### src/ooo_defines.svh
`ifndef OOO_DEFINES_SVH
`define OOO_DEFINES_SVH

`define OOO_XLEN        32             // integer data width.
`define OOO_NUM_ARCH    32             // architectural registers.
`define OOO_NUM_PHYS    256            // physical registers.
`define OOO_PHYS_W      8              // physical register tag width.
`define OOO_MUL_STAGES  3              // multiplier latency in cycles.
`define OOO_MEM_WORDS   256            // words in the load memory.
`define OOO_MEM_HASH    32'h9E3779B1   // word k of the load memory holds k times this.

`endif

### src/ooo_pkg.sv
`include "ooo_defines.svh"

package ooo_pkg;

    typedef enum logic [2:0] {
        OP_ADD  = 3'd0,
        OP_SUB  = 3'd1,
        OP_MUL  = 3'd2,
        OP_DIV  = 3'd3,
        OP_LOAD = 3'd4
    } op_e;

    typedef struct packed {
        op_e         opcode;
        logic [4:0]  rd;
        logic [4:0]  rs1;
        logic [4:0]  rs2;
        logic [13:0] unused;
    } r_fmt_t;

    typedef struct packed {
        op_e                opcode;
        logic [4:0]         rd;
        logic [4:0]         rs1;
        logic signed [18:0] imm;
    } i_fmt_t;

    // opcode, rd and rs1 sit in the same bits in both formats.
    typedef union packed {
        r_fmt_t r_fmt;
        i_fmt_t i_fmt;
    } instr_u;

    typedef struct packed {
        op_e                    op;
        logic [7:0]             seq;
        logic [4:0]             rd;
        logic [`OOO_PHYS_W-1:0] pd;
        logic [`OOO_PHYS_W-1:0] old_pd;
        logic [`OOO_PHYS_W-1:0] ps1;
        logic [`OOO_PHYS_W-1:0] ps2;
        logic [`OOO_XLEN-1:0]   imm;
    } renamed_t;

    typedef struct packed {
        logic [7:0]             seq;
        logic [4:0]             rd;
        logic [`OOO_PHYS_W-1:0] pd;
        logic [`OOO_XLEN-1:0]   a;
        logic [`OOO_XLEN-1:0]   b;
    } fu_req_t;

    typedef struct packed {
        logic                   valid;
        logic [7:0]             seq;
        logic [4:0]             rd;
        logic [`OOO_PHYS_W-1:0] pd;
        logic [`OOO_XLEN-1:0]   data;
    } wb_t;

    localparam int FU_ADD  = 0;
    localparam int FU_LOAD = 1;
    localparam int FU_MUL  = 2;
    localparam int FU_DIV  = 3;

endpackage

### src/int_multiplier.sv
`timescale 1ns/100ps
`include "ooo_defines.svh"

module int_multiplier (
    input  logic             clk,
    input  logic             reset,
    input  ooo_pkg::fu_req_t req,
    input  logic             req_valid,
    output logic             req_ready,
    output ooo_pkg::wb_t     wb
);
    import ooo_pkg::*;

    localparam int STAGES = `OOO_MUL_STAGES;

    wb_t pipe [STAGES];

    assign req_ready = 1'b1;   // fully pipelined, one request per cycle.
    assign wb        = pipe[STAGES-1];

    always_ff @(posedge clk) begin
        pipe[0].valid <= req_valid;
        pipe[0].seq   <= req.seq;
        pipe[0].rd    <= req.rd;
        pipe[0].pd    <= req.pd;
        pipe[0].data  <= req.a * req.b;   // only the low word is kept.
        for (int s = 1; s < STAGES; s++) begin
            pipe[s] <= pipe[s-1];
        end
        if (reset) begin
            for (int s = 0; s < STAGES; s++) begin
                pipe[s].valid <= 1'b0;
            end
        end
    end

endmodule

### config.mk
export PLATFORM = sky130hd
export DESIGN_NAME = int_multiplier
export DESIGN_NICKNAME = d
export VERILOG_FILES = /design/src/ooo_pkg.sv /design/src/int_multiplier.sv
export VERILOG_INCLUDE_DIRS = /design/src
export SDC_FILE = /design/constraint.sdc
export NUM_CORES = 1
export LEC_CHECK = 0
export BUFFER_PORTS_ARGS = -buffer_cell sky130_fd_sc_hd__buf_4
export CAP_MARGIN = 40
export CORE_AREA = 10 10 232 234
export DETAILED_ROUTE_END_ITERATION = 8
export DIE_AREA = 0 0 242 244
export PLACE_DENSITY_LB_ADDON = 0.15
export SETUP_SLACK_MARGIN = 0.4
export SYNTH_ARGS = -nofsm -noshare
export SYNTH_HDL_FRONTEND = slang
export SYNTH_SLANG_ARGS = --single-unit
export TNS_END_PERCENT = 10
### constraint.sdc
create_clock -name clk -period 9.1 [get_ports clk]
set_clock_uncertainty 0.1 [all_clocks]
set_input_delay 0.91 -clock clk [delete_from_list [all_inputs] [get_ports clk]]
set_output_delay 0.91 -clock clk [all_outputs]
set_load 0.01 [all_outputs]
==> Yosys cells after proc, flatten, opt, wreduce, memory -nomap -nowiden <==
Memories as Yosys holds them, arrays and structs flattened.
Index checks and enable logic that the tools add are counted.
{ "classes": {"n_mul": 1, "mux": 5, "bitwise_logic": 3} }
{ "ops": {"columns": ["cell", "n"], "rows": [
  ["multiplier 32 x 32 -> 32 bit", 1],
  ["two-way mux 1 bit", 5],
  ["bitwise OR 1 bit, first input constant", 3]
]} }
{ "totals": {"reg_bits": 0, "ramBits": 162, "in_bits": 88, "wordCells": 10, "mem_count": 1} }
{ "memory_table": {"columns": ["name", "words", "word_bits", "rd", "rd_ports_with_merged_regs", "write_ports", "line_no", "source"], "rows": [
  ["pipe", 3, 54, 3, 0, 3, "int_multiplier.sv:16", "wb_t pipe [STAGES];"]
]} }

==> Logic depth before layout (Yosys ltp) <==
Gate-level depths: netlist (run 1).
{ "depth": {"depth_word": 3, "depth_mapped": 26, "depth_no_buf": 24} }

==> Worst setup path after synthesis (run 1) <==
Ideal clock, no wire load.
{ "synth_timing": {"path_type": "input -> register", "from": "input req[2] (netlist bit)", "to": "memory pipe[0][31] (netlist bit)", "setup_ns": 0.072, "arrival_time_ns": 7.158, "required_ns": 8.928, "path_slack_ns": 1.770, "stages": 24, "path_cell_list": "clkbuf_1 -> clkbuf_1 -> and2_1 -> fa_1 -> inv_1 -> fa_1 -> fa_1 -> fa_1 -> inv_1 -> fa_1 -> inv_1 -> fa_1 -> inv_1 -> fa_1 -> fa_1 -> ha_1 -> nand3_2 -> nor2_4 -> inv_2 -> nor4_4 -> nor4_1 -> o31a_1 -> o31ai_4 -> xnor2_1"} }
{ "synth_lines": {"columns": ["element", "line_no", "source"], "rows": [
  ["from (decl)", "int_multiplier.sv:7", "input ooo_pkg::fu_req_t req,"],
  ["to (decl)", "int_multiplier.sv:16", null]
]} }

==> report_table.html, run 1 <==
<table>
<tr><th>Metric</th><th>Value</th></tr>
<tr><th colspan="2">Final layout</th></tr>
<tr><td>Max reg flops</td><td>162</td></tr>
<tr><td>Share of layout cells above drive strength 1</td><td>9.21%</td></tr>
<tr><td>Largest Register</td><td>pipe</td></tr>
<tr><td>Registers with the highest flip-flop counts</td><td>pipe (162)</td></tr>
<tr><td>Area growth from synthesis to layout</td><td>9.19%</td></tr>
<tr><td>Final-stage net count</td><td>2572</td></tr>
<tr><th colspan="2">Clocking</th></tr>
<tr><td>CTS H-Tree Depth</td><td>4</td></tr>
<tr><td>Post-CTS Hold Buffers</td><td>0</td></tr>
<tr><td>Clk root buf</td><td>sky130_fd_sc_hd__clkbuf_16</td></tr>
<tr><td>Clock edge transition at the registers on the reported setup and hold paths</td><td>0.07 ns</td></tr>
<tr><td>Number of gates resized after CTS</td><td>0</td></tr>
<tr><td>Number of buffers added for setup after CTS</td><td>0</td></tr>
<tr><td>CTS max path bufs</td><td>2</td></tr>
<tr><td>Num Clock Sinks</td><td>162</td></tr>
<tr><td>Clk Latency, worst-skew pair</td><td>0.47 ns</td></tr>
<tr><td>TritonCTS clock tree</td><td>yes</td></tr>
<tr><td>Inserted Clock Buffers</td><td>17</td></tr>
<tr><th colspan="2">Global routing</th></tr>
<tr><td>Number of global-route vias before repair</td><td>13800</td></tr>
<tr><td>Sum of overflow across all layers after global routing</td><td>0</td></tr>
<tr><td>Pin count of the biggest net entering global routing</td><td>33</td></tr>
<tr><td>GRT Total Usage</td><td>17.2%</td></tr>
<tr><td>First-pass GRT wire length</td><td>78400 um</td></tr>
<tr><td>Initial antenna violation count</td><td>0</td></tr>
<tr><th colspan="2">Setup path</th></tr>
<tr><td>Data arrival time at the worst-slack endpoint</td><td>7.40 ns</td></tr>
<tr><td>Kind of cell with the highest combined delay on the critical path</td><td>adder cells</td></tr>
<tr><td>Sort of element at the start of the critical path</td><td>input port</td></tr>
<tr><td>Worst path bufs/invs</td><td>6</td></tr>
<tr><td>Series of cell instances along the critical path</td><td>buf_4, and2_1, fa_1, inv_1, fa_1, fa_1, fa_1, inv_1, fa_1, inv_1, fa_1, inv_1, fa_1, fa_1, ha_1, nand3_2, nor2_4, inv_2, nor4_4, nor4_1, o31a_1, o31ai_4, xnor2_1</td></tr>
<tr><td>CP max stage delay</td><td>0.57 ns</td></tr>
<tr><td>Critical path class</td><td>input port to flop</td></tr>
<tr><td>Largest driver fanout on the critical path</td><td>30</td></tr>
<tr><td>Worst path required time</td><td>9.33 ns</td></tr>
<tr><td>Top cell by count, worst path</td><td>sky130_fd_sc_hd__fa_1</td></tr>
<tr><td>Category of the worst setup path capture point</td><td>flop</td></tr>
<tr><td>Critical path's slowest cell</td><td>sky130_fd_sc_hd__fa_1</td></tr>
<tr><th colspan="2">STA</th></tr>
<tr><td>Worst Hold Slack</td><td>0.218 ns</td></tr>
<tr><td>RSZ-0062 raised after global routing</td><td>no</td></tr>
<tr><td>Pins Over Slew Limit</td><td>0</td></tr>
<tr><td>Peak clock frequency supported by timing</td><td>139 MHz</td></tr>
<tr><td>Final Hold Fails</td><td>0</td></tr>
<tr><td>Minimum clock period</td><td>7.18 ns</td></tr>
<tr><td>Setup TNS</td><td>0 ns</td></tr>
<tr><td>Crit share post-route</td><td>78.8%</td></tr>
<tr><td>Worst slew pin tran</td><td>0.718 ns</td></tr>
<tr><td>Total of endpoints with negative setup slack in the final report</td><td>0</td></tr>
<tr><td>Worst slew margin relative to its limit</td><td>51.8%</td></tr>
<tr><th colspan="2">Outcome</th></tr>
<tr><td>Result of the run</td><td>finished clean</td></tr>
<tr><th colspan="2">Die</th></tr>
<tr><td>Standard-cell rows</td><td>82</td></tr>
<tr><td>Core Area</td><td>49500 sq um</td></tr>
<tr><td>Initial core utilization</td><td>39.3%</td></tr>
<tr><td>Die X-Extent</td><td>242 um</td></tr>
<tr><td>Overall die height</td><td>244 um</td></tr>
<tr><td>Die ar.</td><td>59000 sq um</td></tr>
<tr><td>Number of ports placed on the die boundary</td><td>143</td></tr>
<tr><th colspan="2">Routing</th></tr>
<tr><td>Routed WL</td><td>48300 um</td></tr>
<tr><td>Count of vias placed by the detailed router</td><td>12300</td></tr>
<tr><td>Post-DRT Antenna Nets</td><td>0</td></tr>
<tr><td>Pre-Repair DR Iteration Count</td><td>5</td></tr>
<tr><td>Residual DRC</td><td>0</td></tr>
<tr><td>Routed via count divided by cell count</td><td>4.65</td></tr>
<tr><td>Drt initial violations</td><td>518</td></tr>
<tr><td>Mean routed wirelength per cell</td><td>18.3 um</td></tr>
<tr><th colspan="2">Placed design</th></tr>
<tr><td>PortBufs</td><td>141</td></tr>
<tr><td>Final HPWL from detailed placement</td><td>39300 um</td></tr>
<tr><td>RD Place Congestion</td><td>0.831</td></tr>
<tr><th colspan="2">Synthesis</th></tr>
<tr><td>Post-synthesis async set-or-reset flop share</td><td>0%</td></tr>
<tr><td>Post-synth net total</td><td>2548</td></tr>
<tr><td>FF+latch count, synth</td><td>162</td></tr>
<tr><td>Yosys warns</td><td>0</td></tr>
<tr><td>Post-synthesis average cell area</td><td>10.1 sq um</td></tr>
<tr><td>Sequential element share of the synthesized area</td><td>16.7%</td></tr>
<tr><td>Unique masters post-synth</td><td>44</td></tr>
<tr><td>Number of enable-type register cells in the synthesized netlist</td><td>0</td></tr>
<tr><td>Synth Cell Area</td><td>19400 sq um</td></tr>
<tr><td>Number of instances in the synthesized netlist</td><td>1929</td></tr>
<tr><td>Most used flip-flop cell after synthesis</td><td>sky130_fd_sc_hd__dfxtp_1</td></tr>
<tr><th colspan="2">Hold path</th></tr>
<tr><td>Worst min path class</td><td>flop to flop</td></tr>
<tr><th colspan="2">Flow run</th></tr>
<tr><td>Max-capacitance violation count</td><td>0</td></tr>
</table>
-- worst paths after layout --
| path | startpoint | endpoint | slack (ns) | cells past startpoint |
|---|---|---|---|---|
| max reg2reg | pipe[0][53] | pipe[0][107] | 8.50 | 1 |
| min | pipe[0][77] | pipe[0][131] | 0.22 | 0 |
| min reg2reg | pipe[0][77] | pipe[0][131] | 0.22 | 0 |
| max | req[2] | pipe[0][31] | 1.92 | 23 |
-- metrics by stage --
stage / std cells / utilization [%] / area, sq um / worst slack, ns
after CTS: 2638 / 42.9 / 21200 / 1.95
final: 2639 / 42.9 / 21200 / 1.92
after global routing: 2638 / 42.9 / 21200 / 1.73
after detailed placement: 2606 / 41.7 / 20600 / 1.44
after floorplan: 1929 / - / 19400 / 1.77
after global placement: 2606 / 41.7 / 20600 / 1.55
-- routing by layer --
metal  global-route usage, %  routed length (um)  share of wire [%]
met1                    22.5               21900                 45
met2                    29.0               23900                 49
met3                    2.77                1590                3.3
met4                    5.22                1010                2.1
met5                       0                   0                  0
-- synth_stat cells (4+ instances only) --
master                       n  area (sq um)
sky130_fd_sc_hd__o21ai_1    11          55.1
sky130_fd_sc_hd__a21o_1      8          60.1
sky130_fd_sc_hd__nor2b_1     4          25.0
sky130_fd_sc_hd__xnor2_1    69           604
sky130_fd_sc_hd__and2_1    368          2300
sky130_fd_sc_hd__nor2_1     14          52.6
sky130_fd_sc_hd__xor2_1     17           149
sky130_fd_sc_hd__nand2_1   173           649
sky130_fd_sc_hd__fa_1      408          8170
sky130_fd_sc_hd__clkbuf_1   81           304
sky130_fd_sc_hd__dfxtp_1   162          3240
sky130_fd_sc_hd__a21oi_1    24           120
sky130_fd_sc_hd__ha_1      123          1540
sky130_fd_sc_hd__o21ai_0     6          30.0
sky130_fd_sc_hd__inv_1     364          1370
sky130_fd_sc_hd__buf_4      55           413
sky130_fd_sc_hd__o21bai_1    4          30.0
-- logic make-up (layout without fill, tap and decap cells) --
| group | after synthesis | after routing | synth area share (%) |
|---|---|---|---|
| DFF | 162 | 162 | 16.7 |
| buffers and inverters | 501 | 538 | 10.7 |
| adders and majority gates | 531 | 531 | 50.0 |
| xor gates and xnor gates | 86 | 86 | 3.88 |
| other | 1 | 2 | 0.0193 |
| muxes | 1 | 1 | 0.0515 |
| AOI/OAI and AO/OA | 73 | 73 | 2.45 |
| and+or+nand+nor | 574 | 574 | 16.2 |
-- final cells by class --
| type | count | area, sq um |
|---|---|---|
| Tap cell | 672 | 841 |
| Fill cell | 4926 | 28200 |
| Multi-Input combinational cell | 1266 | 14100 |
| Antenna cell | 1 | 2.50 |
| Timing Repair Buffer | 141 | 1060 |
| Sequential cell | 162 | 3240 |
| Clock buffer | 20 | 457 |
| Inverter | 365 | 1370 |
| Clock inverter | 12 | 144 |
-- placed cells by master (no fill, tap or decap), drive strengths merged, types with 8 or more instances in the layout --
cell type / n
clkbuf: 20
o21ai: 18
inv: 371
xor2: 17
xnor2: 69
a21oi: 25
dfxtp: 162
ha: 123
buf: 141
nor2: 15
and2: 368
a21o: 8
nand2: 173
fa: 408
Power of run 1 is left out: the tool's default activity adds up to more than one toggle a clock period on the data nets, which glitch-free logic cannot reach.
==> inputs of run 2 (changes only) <==
clock period = 7.4 ns   (was 9.1 ns; I/O delays follow)
==> run 2 against run 1 <==
  * Setup slack worse by 1.3 ns
  * Non-clock buffer count grew 22
  * Via count increased by 1.1%
  * Global-route usage grew 0.71 points
  * Critical path depth unchanged
  * Final cell count up 0.80%
  * Clock-buffer cell count decreased by 3
  * Critical path type unchanged
  * Routed wire length increased by 3.9%
  * Sequential share of layout area shrank 0.15 points
  * Utilization is 0.42 points higher
  * Flip-flop and latch count unchanged
==> report_table.html, run 2 (same netlist as run 1, synthesis figures left out) <==
<table>
<tr><th>Metric</th><th>Value</th></tr>
<tr><th colspan="2">Outcome</th></tr>
<tr><td>Result of the run</td><td>finished clean (unchanged)</td></tr>
<tr><th colspan="2">Die</th></tr>
<tr><td>Die X-Extent</td><td>242 um (unchanged)</td></tr>
<tr><td>Core Area</td><td>49500 sq um (unchanged)</td></tr>
<tr><td>Standard-cell rows</td><td>82 (unchanged)</td></tr>
<tr><td>Overall die height</td><td>244 um (unchanged)</td></tr>
<tr><td>Initial core utilization</td><td>39.3% (unchanged)</td></tr>
<tr><td>Die ar.</td><td>59000 sq um (unchanged)</td></tr>
<tr><td>Number of ports placed on the die boundary</td><td>143 (unchanged)</td></tr>
<tr><th colspan="2">Setup path</th></tr>
<tr><td>Worst path required time</td><td>7.69 ns (was 9.33 ns)</td></tr>
<tr><td>Data arrival time at the worst-slack endpoint</td><td>7.05 ns (was 7.40 ns)</td></tr>
<tr><td>Critical path class</td><td>input port to flop (unchanged)</td></tr>
<tr><td>Startpoint of the most critical setup path</td><td>req[2] (unchanged)</td></tr>
<tr><td>Sort of element at the start of the critical path</td><td>input port (unchanged)</td></tr>
<tr><td>Setup slack on the worst flop-to-flop path</td><td>6.78 ns (was 8.50 ns)</td></tr>
<tr><td>Category of the worst setup path capture point</td><td>flop (unchanged)</td></tr>
<tr><td>Largest driver fanout on the critical path</td><td>16 (was 30)</td></tr>
<tr><td>Critical R2R Launch</td><td>pipe[0][107] (was pipe[0][53])</td></tr>
<tr><th colspan="2">Global routing</th></tr>
<tr><td>Met1 GRT Util</td><td>23.5% (was 22.5%)</td></tr>
<tr><td>First-pass GRT wire length</td><td>81800 um (was 78400 um)</td></tr>
<tr><td>Number of global-route vias before repair</td><td>14200 (was 13800)</td></tr>
<tr><td>GRT Total Usage</td><td>17.9% (was 17.2%)</td></tr>
<tr><td>Pin count of the biggest net entering global routing</td><td>33 (unchanged)</td></tr>
<tr><td>GR peak layer</td><td>met2 (unchanged)</td></tr>
<tr><td>Initial antenna violation count</td><td>1 (was 0)</td></tr>
<tr><td>Sum of overflow across all layers after global routing</td><td>0 (unchanged)</td></tr>
<tr><td>Fraction of met2 tracks used by global routing</td><td>30.1% (was 29.0%)</td></tr>
<tr><td>M3 GR Usage</td><td>2.98% (was 2.77%)</td></tr>
<tr><th colspan="2">Final layout</th></tr>
<tr><td>Largest Register</td><td>pipe (unchanged)</td></tr>
<tr><td>Area used by sequential logic in the layout</td><td>3240 sq um (unchanged)</td></tr>
<tr><td>Area growth from synthesis to layout</td><td>10.3% (was 9.19%)</td></tr>
<tr><td>Most common library cell in the layout ignoring fill and taps</td><td>sky130_fd_sc_hd__fa_1 (unchanged)</td></tr>
<tr><td>Area of the multi-input gates</td><td>14100 sq um (about the same)</td></tr>
<tr><td>Share of layout cells above drive strength 1</td><td>10.5% (was 9.21%)</td></tr>
<tr><td>Max reg flops</td><td>162 (unchanged)</td></tr>
<tr><td>Final-stage net count</td><td>2594 (was 2572)</td></tr>
<tr><td>Most used cells in the layout excluding fill and tap cells</td><td>408 x sky130_fd_sc_hd__fa_1, 368 x sky130_fd_sc_hd__and2_1, 364 x sky130_fd_sc_hd__inv_1 (unchanged)</td></tr>
<tr><td>Diode count</td><td>0 (was 1)</td></tr>
<tr><td>Registers with the highest flip-flop counts</td><td>pipe (162) (unchanged)</td></tr>
<tr><td>Number of fill cells</td><td>4873 (was 4926)</td></tr>
<tr><th colspan="2">STA</th></tr>
<tr><td>Minimum clock period</td><td>6.76 ns</td></tr>
<tr><td>Total of endpoints with negative setup slack in the final report</td><td>0 (unchanged)</td></tr>
<tr><td>Worst slew margin relative to its limit</td><td>60.3% (was 51.8%)</td></tr>
<tr><td>Crit share post-route</td><td>91.3%</td></tr>
<tr><td>Peak clock frequency supported by timing</td><td>148 MHz</td></tr>
<tr><td>Setup TNS</td><td>0 ns (unchanged)</td></tr>
<tr><td>Worst slew pin tran</td><td>0.594 ns (was 0.718 ns)</td></tr>
<tr><td>Final Hold Fails</td><td>0 (unchanged)</td></tr>
<tr><td>Pins Over Slew Limit</td><td>0 (unchanged)</td></tr>
<tr><td>RSZ-0062 raised after global routing</td><td>no (unchanged)</td></tr>
<tr><th colspan="2">Routing</th></tr>
<tr><td>Routed WL</td><td>50200 um (was 48300 um)</td></tr>
<tr><td>Count of vias placed by the detailed router</td><td>12400 (was 12300)</td></tr>
<tr><td>Pre-Repair DR Iteration Count</td><td>5 (unchanged)</td></tr>
<tr><td>Mean routed wirelength per cell</td><td>18.9 um (was 18.3 um)</td></tr>
<tr><td>Drt initial violations</td><td>542 (was 518)</td></tr>
<tr><td>Routed via count divided by cell count</td><td>4.66 (was 4.65)</td></tr>
<tr><td>Post-DRT Antenna Nets</td><td>0 (unchanged)</td></tr>
<tr><td>Residual DRC</td><td>0 (unchanged)</td></tr>
<tr><th colspan="2">Clocking</th></tr>
<tr><td>CTS H-Tree Depth</td><td>4 (unchanged)</td></tr>
<tr><td>Clk Latency, worst-skew pair</td><td>0.46 ns (was 0.47 ns)</td></tr>
<tr><td>TritonCTS clock tree</td><td>yes (unchanged)</td></tr>
<tr><td>Num Clock Sinks</td><td>162 (unchanged)</td></tr>
<tr><td>Clk root buf</td><td>sky130_fd_sc_hd__clkbuf_16 (unchanged)</td></tr>
<tr><td>Post-CTS Hold Buffers</td><td>0 (unchanged)</td></tr>
<tr><td>CTS max path bufs</td><td>2 (unchanged)</td></tr>
<tr><td>Clock edge transition at the registers on the reported setup and hold paths</td><td>0.07 ns (about the same)</td></tr>
<tr><td>Inserted Clock Buffers</td><td>17 (unchanged)</td></tr>
<tr><td>Number of buffers added for setup after CTS</td><td>0 (unchanged)</td></tr>
<tr><th colspan="2">Flow run</th></tr>
<tr><td>Max-capacitance violation count</td><td>0 (unchanged)</td></tr>
<tr><th colspan="2">Placed design</th></tr>
<tr><td>PortBufs</td><td>141 (unchanged)</td></tr>
<tr><td>Final HPWL from detailed placement</td><td>41300 um (was 39300 um)</td></tr>
<tr><td>RD Place Congestion</td><td>0.843 (was 0.831)</td></tr>
<tr><th colspan="2">Hold path</th></tr>
<tr><td>Worst min path class</td><td>flop to flop (unchanged)</td></tr>
<tr><td>Hold Crit Start</td><td>pipe[0][51] (was pipe[0][77])</td></tr>
</table>
## run 2: changes by cell type in the layout (fill, tap and decap cells not counted), sizes merged
cell	before	now
buf	141	163
clkbuf	20	17
bufinv	2	0
clkinvlp	2	4
inv	371	373
clkinv	2	3
diode	1	0
## run 2: layout make-up
cell class | count | area share, %
clock buffers | 17 | 1.99
clock inverters | 15 | 0.754
flip-flops and latches | 162 | 15.1
well taps | 672 | 3.93
repair buffers | 163 | 5.81
inverters | 365 | 6.40
multi-input cells | 1266 | 66.0
## run 2: worst max-delay path: stages
cell and delay (ns):
sky130_fd_sc_hd__buf_4 0.16, sky130_fd_sc_hd__and2_1 0.17, sky130_fd_sc_hd__fa_1 0.53, sky130_fd_sc_hd__inv_1 0.05, sky130_fd_sc_hd__fa_1 0.49, sky130_fd_sc_hd__fa_1 0.46, sky130_fd_sc_hd__fa_1 0.56, sky130_fd_sc_hd__inv_1 0.07
sky130_fd_sc_hd__fa_1 0.50, sky130_fd_sc_hd__inv_1 0.05, sky130_fd_sc_hd__fa_1 0.52, sky130_fd_sc_hd__inv_1 0.05, sky130_fd_sc_hd__fa_1 0.48, sky130_fd_sc_hd__fa_1 0.52, sky130_fd_sc_hd__ha_4 0.32, sky130_fd_sc_hd__nand3_2 0.12
sky130_fd_sc_hd__nor2_4 0.14, sky130_fd_sc_hd__inv_2 0.07, sky130_fd_sc_hd__nor4_4 0.23, sky130_fd_sc_hd__nor4_2 0.08, sky130_fd_sc_hd__o31a_1 0.37, sky130_fd_sc_hd__o31ai_4 0.24, sky130_fd_sc_hd__xnor2_1 0.13
## run 2: stage by stage
step	hold slack, ns	std cells	area, sq um	util, %	setup slack, ns
finish	0.227	2660	21400	43.3	0.642
global route	0.232	2660	21400	43.3	0.402
CTS	0.222	2660	21400	43.2	0.705
detailed placement	0.212	2628	20800	42.1	0.159
global placement	0.209	2628	20800	42.1	0.220
floorplan	0.210	1929	19400	-	0.440
## run 2: worst paths after layout
kind	endpoint	depth (start not counted)
max	pipe[0][31]	23
min	pipe[0][105]	0
max reg2reg	pipe[0][161]	1
min reg2reg	pipe[0][105]	0
## run 2: timing repair
action,CTS,global route
resized for setup,0,6
setup endpoints to repair,0,3
endpoints found under the hold margin,0,0
## run 2: per-layer routing
layer	share of wire, %	routed length, um
met1	45	22800
met2	49	24400
met3	3.5	1770
met4	2.5	1260
met5	0.026	13
Power of run 2 is left out for the same reason.
==> inputs of run 3 (changes only) <==
clock period = 7.7 ns   (was 7.4 ns; I/O delays follow)
==> run 3 against run 2 <==
  * Flip-flop and latch count is the same
  * Highest routed layer is now met4
  * Global-route usage is 0.55 points lower
  * Sequential share of layout area increased by 0.11 points
  * Critical path depth is the same
  * Setup slack better by 0.088 ns
  * Routed wire length is 2.5% lower
  * Clock-buffer cell count is the same
  * Non-clock buffer count decreased by 10
  * First-iteration DRC count shrank 11%
  * Final cell count decreased by 0.38%
==> report_table.html, run 3 (same netlist as run 1, synthesis figures left out) <==
<table>
<tr><th>Metric</th><th>Value</th></tr>
<tr><th colspan="2">Outcome</th></tr>
<tr><td>Result of the run</td><td>finished clean (unchanged)</td></tr>
<tr><th colspan="2">STA</th></tr>
<tr><td>Worst slew pin tran</td><td>0.608 ns (was 0.594 ns)</td></tr>
<tr><td>Crit share post-route</td><td>90.5%</td></tr>
<tr><td>RSZ-0062 raised after global routing</td><td>no (unchanged)</td></tr>
<tr><td>Final Hold Fails</td><td>0 (unchanged)</td></tr>
<tr><td>Minimum clock period</td><td>6.97 ns</td></tr>
<tr><td>Setup TNS</td><td>0 ns (unchanged)</td></tr>
<tr><td>Pins Over Slew Limit</td><td>0 (unchanged)</td></tr>
<tr><td>Worst slew margin relative to its limit</td><td>59.4% (was 60.3%)</td></tr>
<tr><td>Peak clock frequency supported by timing</td><td>143 MHz</td></tr>
<tr><td>Total of endpoints with negative setup slack in the final report</td><td>0 (unchanged)</td></tr>
<tr><th colspan="2">Final layout</th></tr>
<tr><td>Most used cells in the layout excluding fill and tap cells</td><td>408 x sky130_fd_sc_hd__fa_1, 368 x sky130_fd_sc_hd__and2_1, 364 x sky130_fd_sc_hd__inv_1 (unchanged)</td></tr>
<tr><td>Max reg flops</td><td>162 (unchanged)</td></tr>
<tr><td>Area growth from synthesis to layout</td><td>9.49% (was 10.3%)</td></tr>
<tr><td>Area of the multi-input gates</td><td>14100 sq um (about the same)</td></tr>
<tr><td>Final-stage net count</td><td>2584 (was 2594)</td></tr>
<tr><td>Most common library cell in the layout ignoring fill and taps</td><td>sky130_fd_sc_hd__fa_1 (unchanged)</td></tr>
<tr><td>Non-filler instance count after layout</td><td>2650 (was 2660)</td></tr>
<tr><td>Area used by sequential logic in the layout</td><td>3240 sq um (unchanged)</td></tr>
<tr><td>Diode count</td><td>0 (unchanged)</td></tr>
<tr><td>Number of fill cells</td><td>4899 (was 4873)</td></tr>
<tr><td>Largest Register</td><td>pipe (unchanged)</td></tr>
<tr><td>Registers with the highest flip-flop counts</td><td>pipe (162) (unchanged)</td></tr>
<tr><td>Share of layout cells above drive strength 1</td><td>9.86% (was 10.5%)</td></tr>
<tr><td>Final instance area</td><td>21300 sq um (was 21400 sq um)</td></tr>
<tr><th colspan="2">Hold path</th></tr>
<tr><td>Worst Hold Path EP</td><td>pipe[0][97] (was pipe[0][105])</td></tr>
<tr><td>Hold Crit Start</td><td>pipe[0][43] (was pipe[0][51])</td></tr>
<tr><td>Worst min path class</td><td>flop to flop (unchanged)</td></tr>
<tr><td>Instance count along the most critical hold path</td><td>0 (unchanged)</td></tr>
<tr><th colspan="2">Setup path</th></tr>
<tr><td>Critical path class</td><td>input port to flop (unchanged)</td></tr>
<tr><td>Critical R2R Launch</td><td>pipe[0][107] (unchanged)</td></tr>
<tr><td>Worst path required time</td><td>7.93 ns (was 7.69 ns)</td></tr>
<tr><td>Setup slack on the worst flop-to-flop path</td><td>7.10 ns (was 6.78 ns)</td></tr>
<tr><td>Category of the worst setup path capture point</td><td>flop (unchanged)</td></tr>
<tr><td>Largest driver fanout on the critical path</td><td>16 (unchanged)</td></tr>
<tr><td>Worst Reg2Reg Path Length in Cells</td><td>1 (unchanged)</td></tr>
<tr><td>Sort of element at the start of the critical path</td><td>input port (unchanged)</td></tr>
<tr><td>Critical register-to-register path endpoint</td><td>pipe[0][161] (unchanged)</td></tr>
<tr><td>Data arrival time at the worst-slack endpoint</td><td>7.20 ns (was 7.05 ns)</td></tr>
<tr><th colspan="2">Clocking</th></tr>
<tr><td>Post-CTS Hold Buffers</td><td>0 (unchanged)</td></tr>
<tr><td>CTS max path bufs</td><td>2 (unchanged)</td></tr>
<tr><td>CTS H-Tree Depth</td><td>4 (unchanged)</td></tr>
<tr><td>Num Clock Sinks</td><td>162 (unchanged)</td></tr>
<tr><td>Number of buffers added for setup after CTS</td><td>0 (unchanged)</td></tr>
<tr><td>Clk Latency, worst-skew pair</td><td>0.46 ns (about the same)</td></tr>
<tr><td>Clock edge transition at the registers on the reported setup and hold paths</td><td>0.07 ns (about the same)</td></tr>
<tr><td>Inserted Clock Buffers</td><td>17 (unchanged)</td></tr>
<tr><td>TritonCTS clock tree</td><td>yes (unchanged)</td></tr>
<tr><td>Clk root buf</td><td>sky130_fd_sc_hd__clkbuf_16 (unchanged)</td></tr>
<tr><th colspan="2">Placed design</th></tr>
<tr><td>PortBufs</td><td>141 (unchanged)</td></tr>
<tr><td>Dpl cells</td><td>2618 (was 2628)</td></tr>
<tr><td>Post-placement cell area</td><td>20700 sq um (was 20800 sq um)</td></tr>
<tr><td>RD Place Congestion</td><td>0.845 (was 0.843)</td></tr>
<tr><td>Final HPWL from detailed placement</td><td>40000 um (was 41300 um)</td></tr>
<tr><th colspan="2">Routing</th></tr>
<tr><td>Pre-Repair DR Iteration Count</td><td>5 (unchanged)</td></tr>
<tr><td>Routed WL</td><td>49000 um (was 50200 um)</td></tr>
<tr><td>Mean routed wirelength per cell</td><td>18.5 um (was 18.9 um)</td></tr>
<tr><td>Count of vias placed by the detailed router</td><td>12300 (was 12400)</td></tr>
<tr><td>Residual DRC</td><td>0 (unchanged)</td></tr>
<tr><td>Post-DRT Antenna Nets</td><td>0 (unchanged)</td></tr>
<tr><td>Drt initial violations</td><td>481 (was 542)</td></tr>
<tr><td>Routed via count divided by cell count</td><td>4.64 (was 4.66)</td></tr>
<tr><th colspan="2">Die</th></tr>
<tr><td>Die X-Extent</td><td>242 um (unchanged)</td></tr>
<tr><td>Die ar.</td><td>59000 sq um (unchanged)</td></tr>
<tr><td>Initial core utilization</td><td>39.3% (unchanged)</td></tr>
<tr><td>Number of ports placed on the die boundary</td><td>143 (unchanged)</td></tr>
<tr><td>Core Area</td><td>49500 sq um (unchanged)</td></tr>
<tr><td>Standard-cell rows</td><td>82 (unchanged)</td></tr>
<tr><td>Overall die height</td><td>244 um (unchanged)</td></tr>
<tr><th colspan="2">Global routing</th></tr>
<tr><td>GRT Total Usage</td><td>17.4% (was 17.9%)</td></tr>
<tr><td>Pin count of the biggest net entering global routing</td><td>33 (unchanged)</td></tr>
<tr><td>Sum of overflow across all layers after global routing</td><td>0 (unchanged)</td></tr>
<tr><td>Number of global-route vias before repair</td><td>13900 (was 14200)</td></tr>
<tr><td>Initial antenna violation count</td><td>0 (was 1)</td></tr>
<tr><td>First-pass GRT wire length</td><td>79300 um (was 81800 um)</td></tr>
<tr><th colspan="2">Flow run</th></tr>
<tr><td>Max-capacitance violation count</td><td>0 (unchanged)</td></tr>
</table>
run 3: changes by cell type in the layout (fill, tap and decap cells not counted), moves of 2 or more:
cell	change
sky130_fd_sc_hd__clkinv_8	-2
sky130_fd_sc_hd__ha_4	-2
sky130_fd_sc_hd__clkinv_4	+2
sky130_fd_sc_hd__clkinv_2	+2
sky130_fd_sc_hd__clkinvlp_4	-3
sky130_fd_sc_hd__buf_4	-7
sky130_fd_sc_hd__buf_6	-2
run 3: per-layer routing:
| layer | GRT usage [%] | up-vias | part of all wire (%) |
|---|---|---|---|
| li1 | - | 5621 | - |
| met1 | 22.4 | 6419 | 45 |
| met2 | 30.1 | 228 | 50 |
| met3 | 2.50 | 36 | 3.1 |
| met4 | 4.70 | 0 | 1.7 |
| met5 | 0 | - | 0 |
run 3: metrics by stage:
| step | util, % | setup WS (ns) | hold WS (ns) |
|---|---|---|---|
| floorplan | - | 0.510 | 0.210 |
| CTS | 43.0 | 0.700 | 0.223 |
| global placement | 41.8 | 0.307 | 0.209 |
| finish | 43.0 | 0.730 | 0.222 |
| detailed placement | 41.8 | 0.145 | 0.212 |
| global route | 43.0 | 0.406 | 0.226 |
run 3: what timing repair did:
action                                  4_1_cts  5_1_grt
hold endpoints to repair                      0        0
endpoints found under the setup margin        0        2
gates resized for setup                       0        1
run 3: how the worst max path moves through the flow:
stage | from | endpoint | slack (ns)
2_1_floorplan | req[2] | pipe[0][31] | 0.51
3_5_place_dp | req[48] | pipe[0][31] | 0.15
5_1_grt | req[48] | pipe[0][29] | 0.41
4_1_cts | req[48] | pipe[0][31] | 0.70
6_report | req[48] | pipe[0][31] | 0.73
3_3_place_gp | req[48] | pipe[0][31] | 0.31
run 3: worst max-delay path, stage by stage:
cell and delay [ns]:
sky130_fd_sc_hd__buf_4 0.18, sky130_fd_sc_hd__and2_1 0.19, sky130_fd_sc_hd__fa_1 0.53, sky130_fd_sc_hd__inv_1 0.05
sky130_fd_sc_hd__fa_1 0.50, sky130_fd_sc_hd__fa_1 0.47, sky130_fd_sc_hd__fa_1 0.57, sky130_fd_sc_hd__inv_1 0.06
sky130_fd_sc_hd__fa_1 0.50, sky130_fd_sc_hd__inv_1 0.06, sky130_fd_sc_hd__fa_1 0.52, sky130_fd_sc_hd__inv_1 0.05
sky130_fd_sc_hd__fa_1 0.49, sky130_fd_sc_hd__fa_1 0.42, sky130_fd_sc_hd__ha_2 0.39, sky130_fd_sc_hd__nand3_2 0.13
sky130_fd_sc_hd__nor2_4 0.14, sky130_fd_sc_hd__inv_2 0.07, sky130_fd_sc_hd__nor4_4 0.32, sky130_fd_sc_hd__nor4_1 0.09
sky130_fd_sc_hd__o31a_1 0.35, sky130_fd_sc_hd__o31ai_4 0.26, sky130_fd_sc_hd__xnor2_1 0.08
run 3: area by class of cell:
cell class              instances  area share (%)
flip-flops and latches        162            15.3
clock buffers                  17            2.00
multi-input cells            1266            66.3
inverters                     365            6.44
well taps                     672            3.95
repair buffers                153            5.40
clock inverters                15           0.671
Power of run 3 is left out for the same reason.
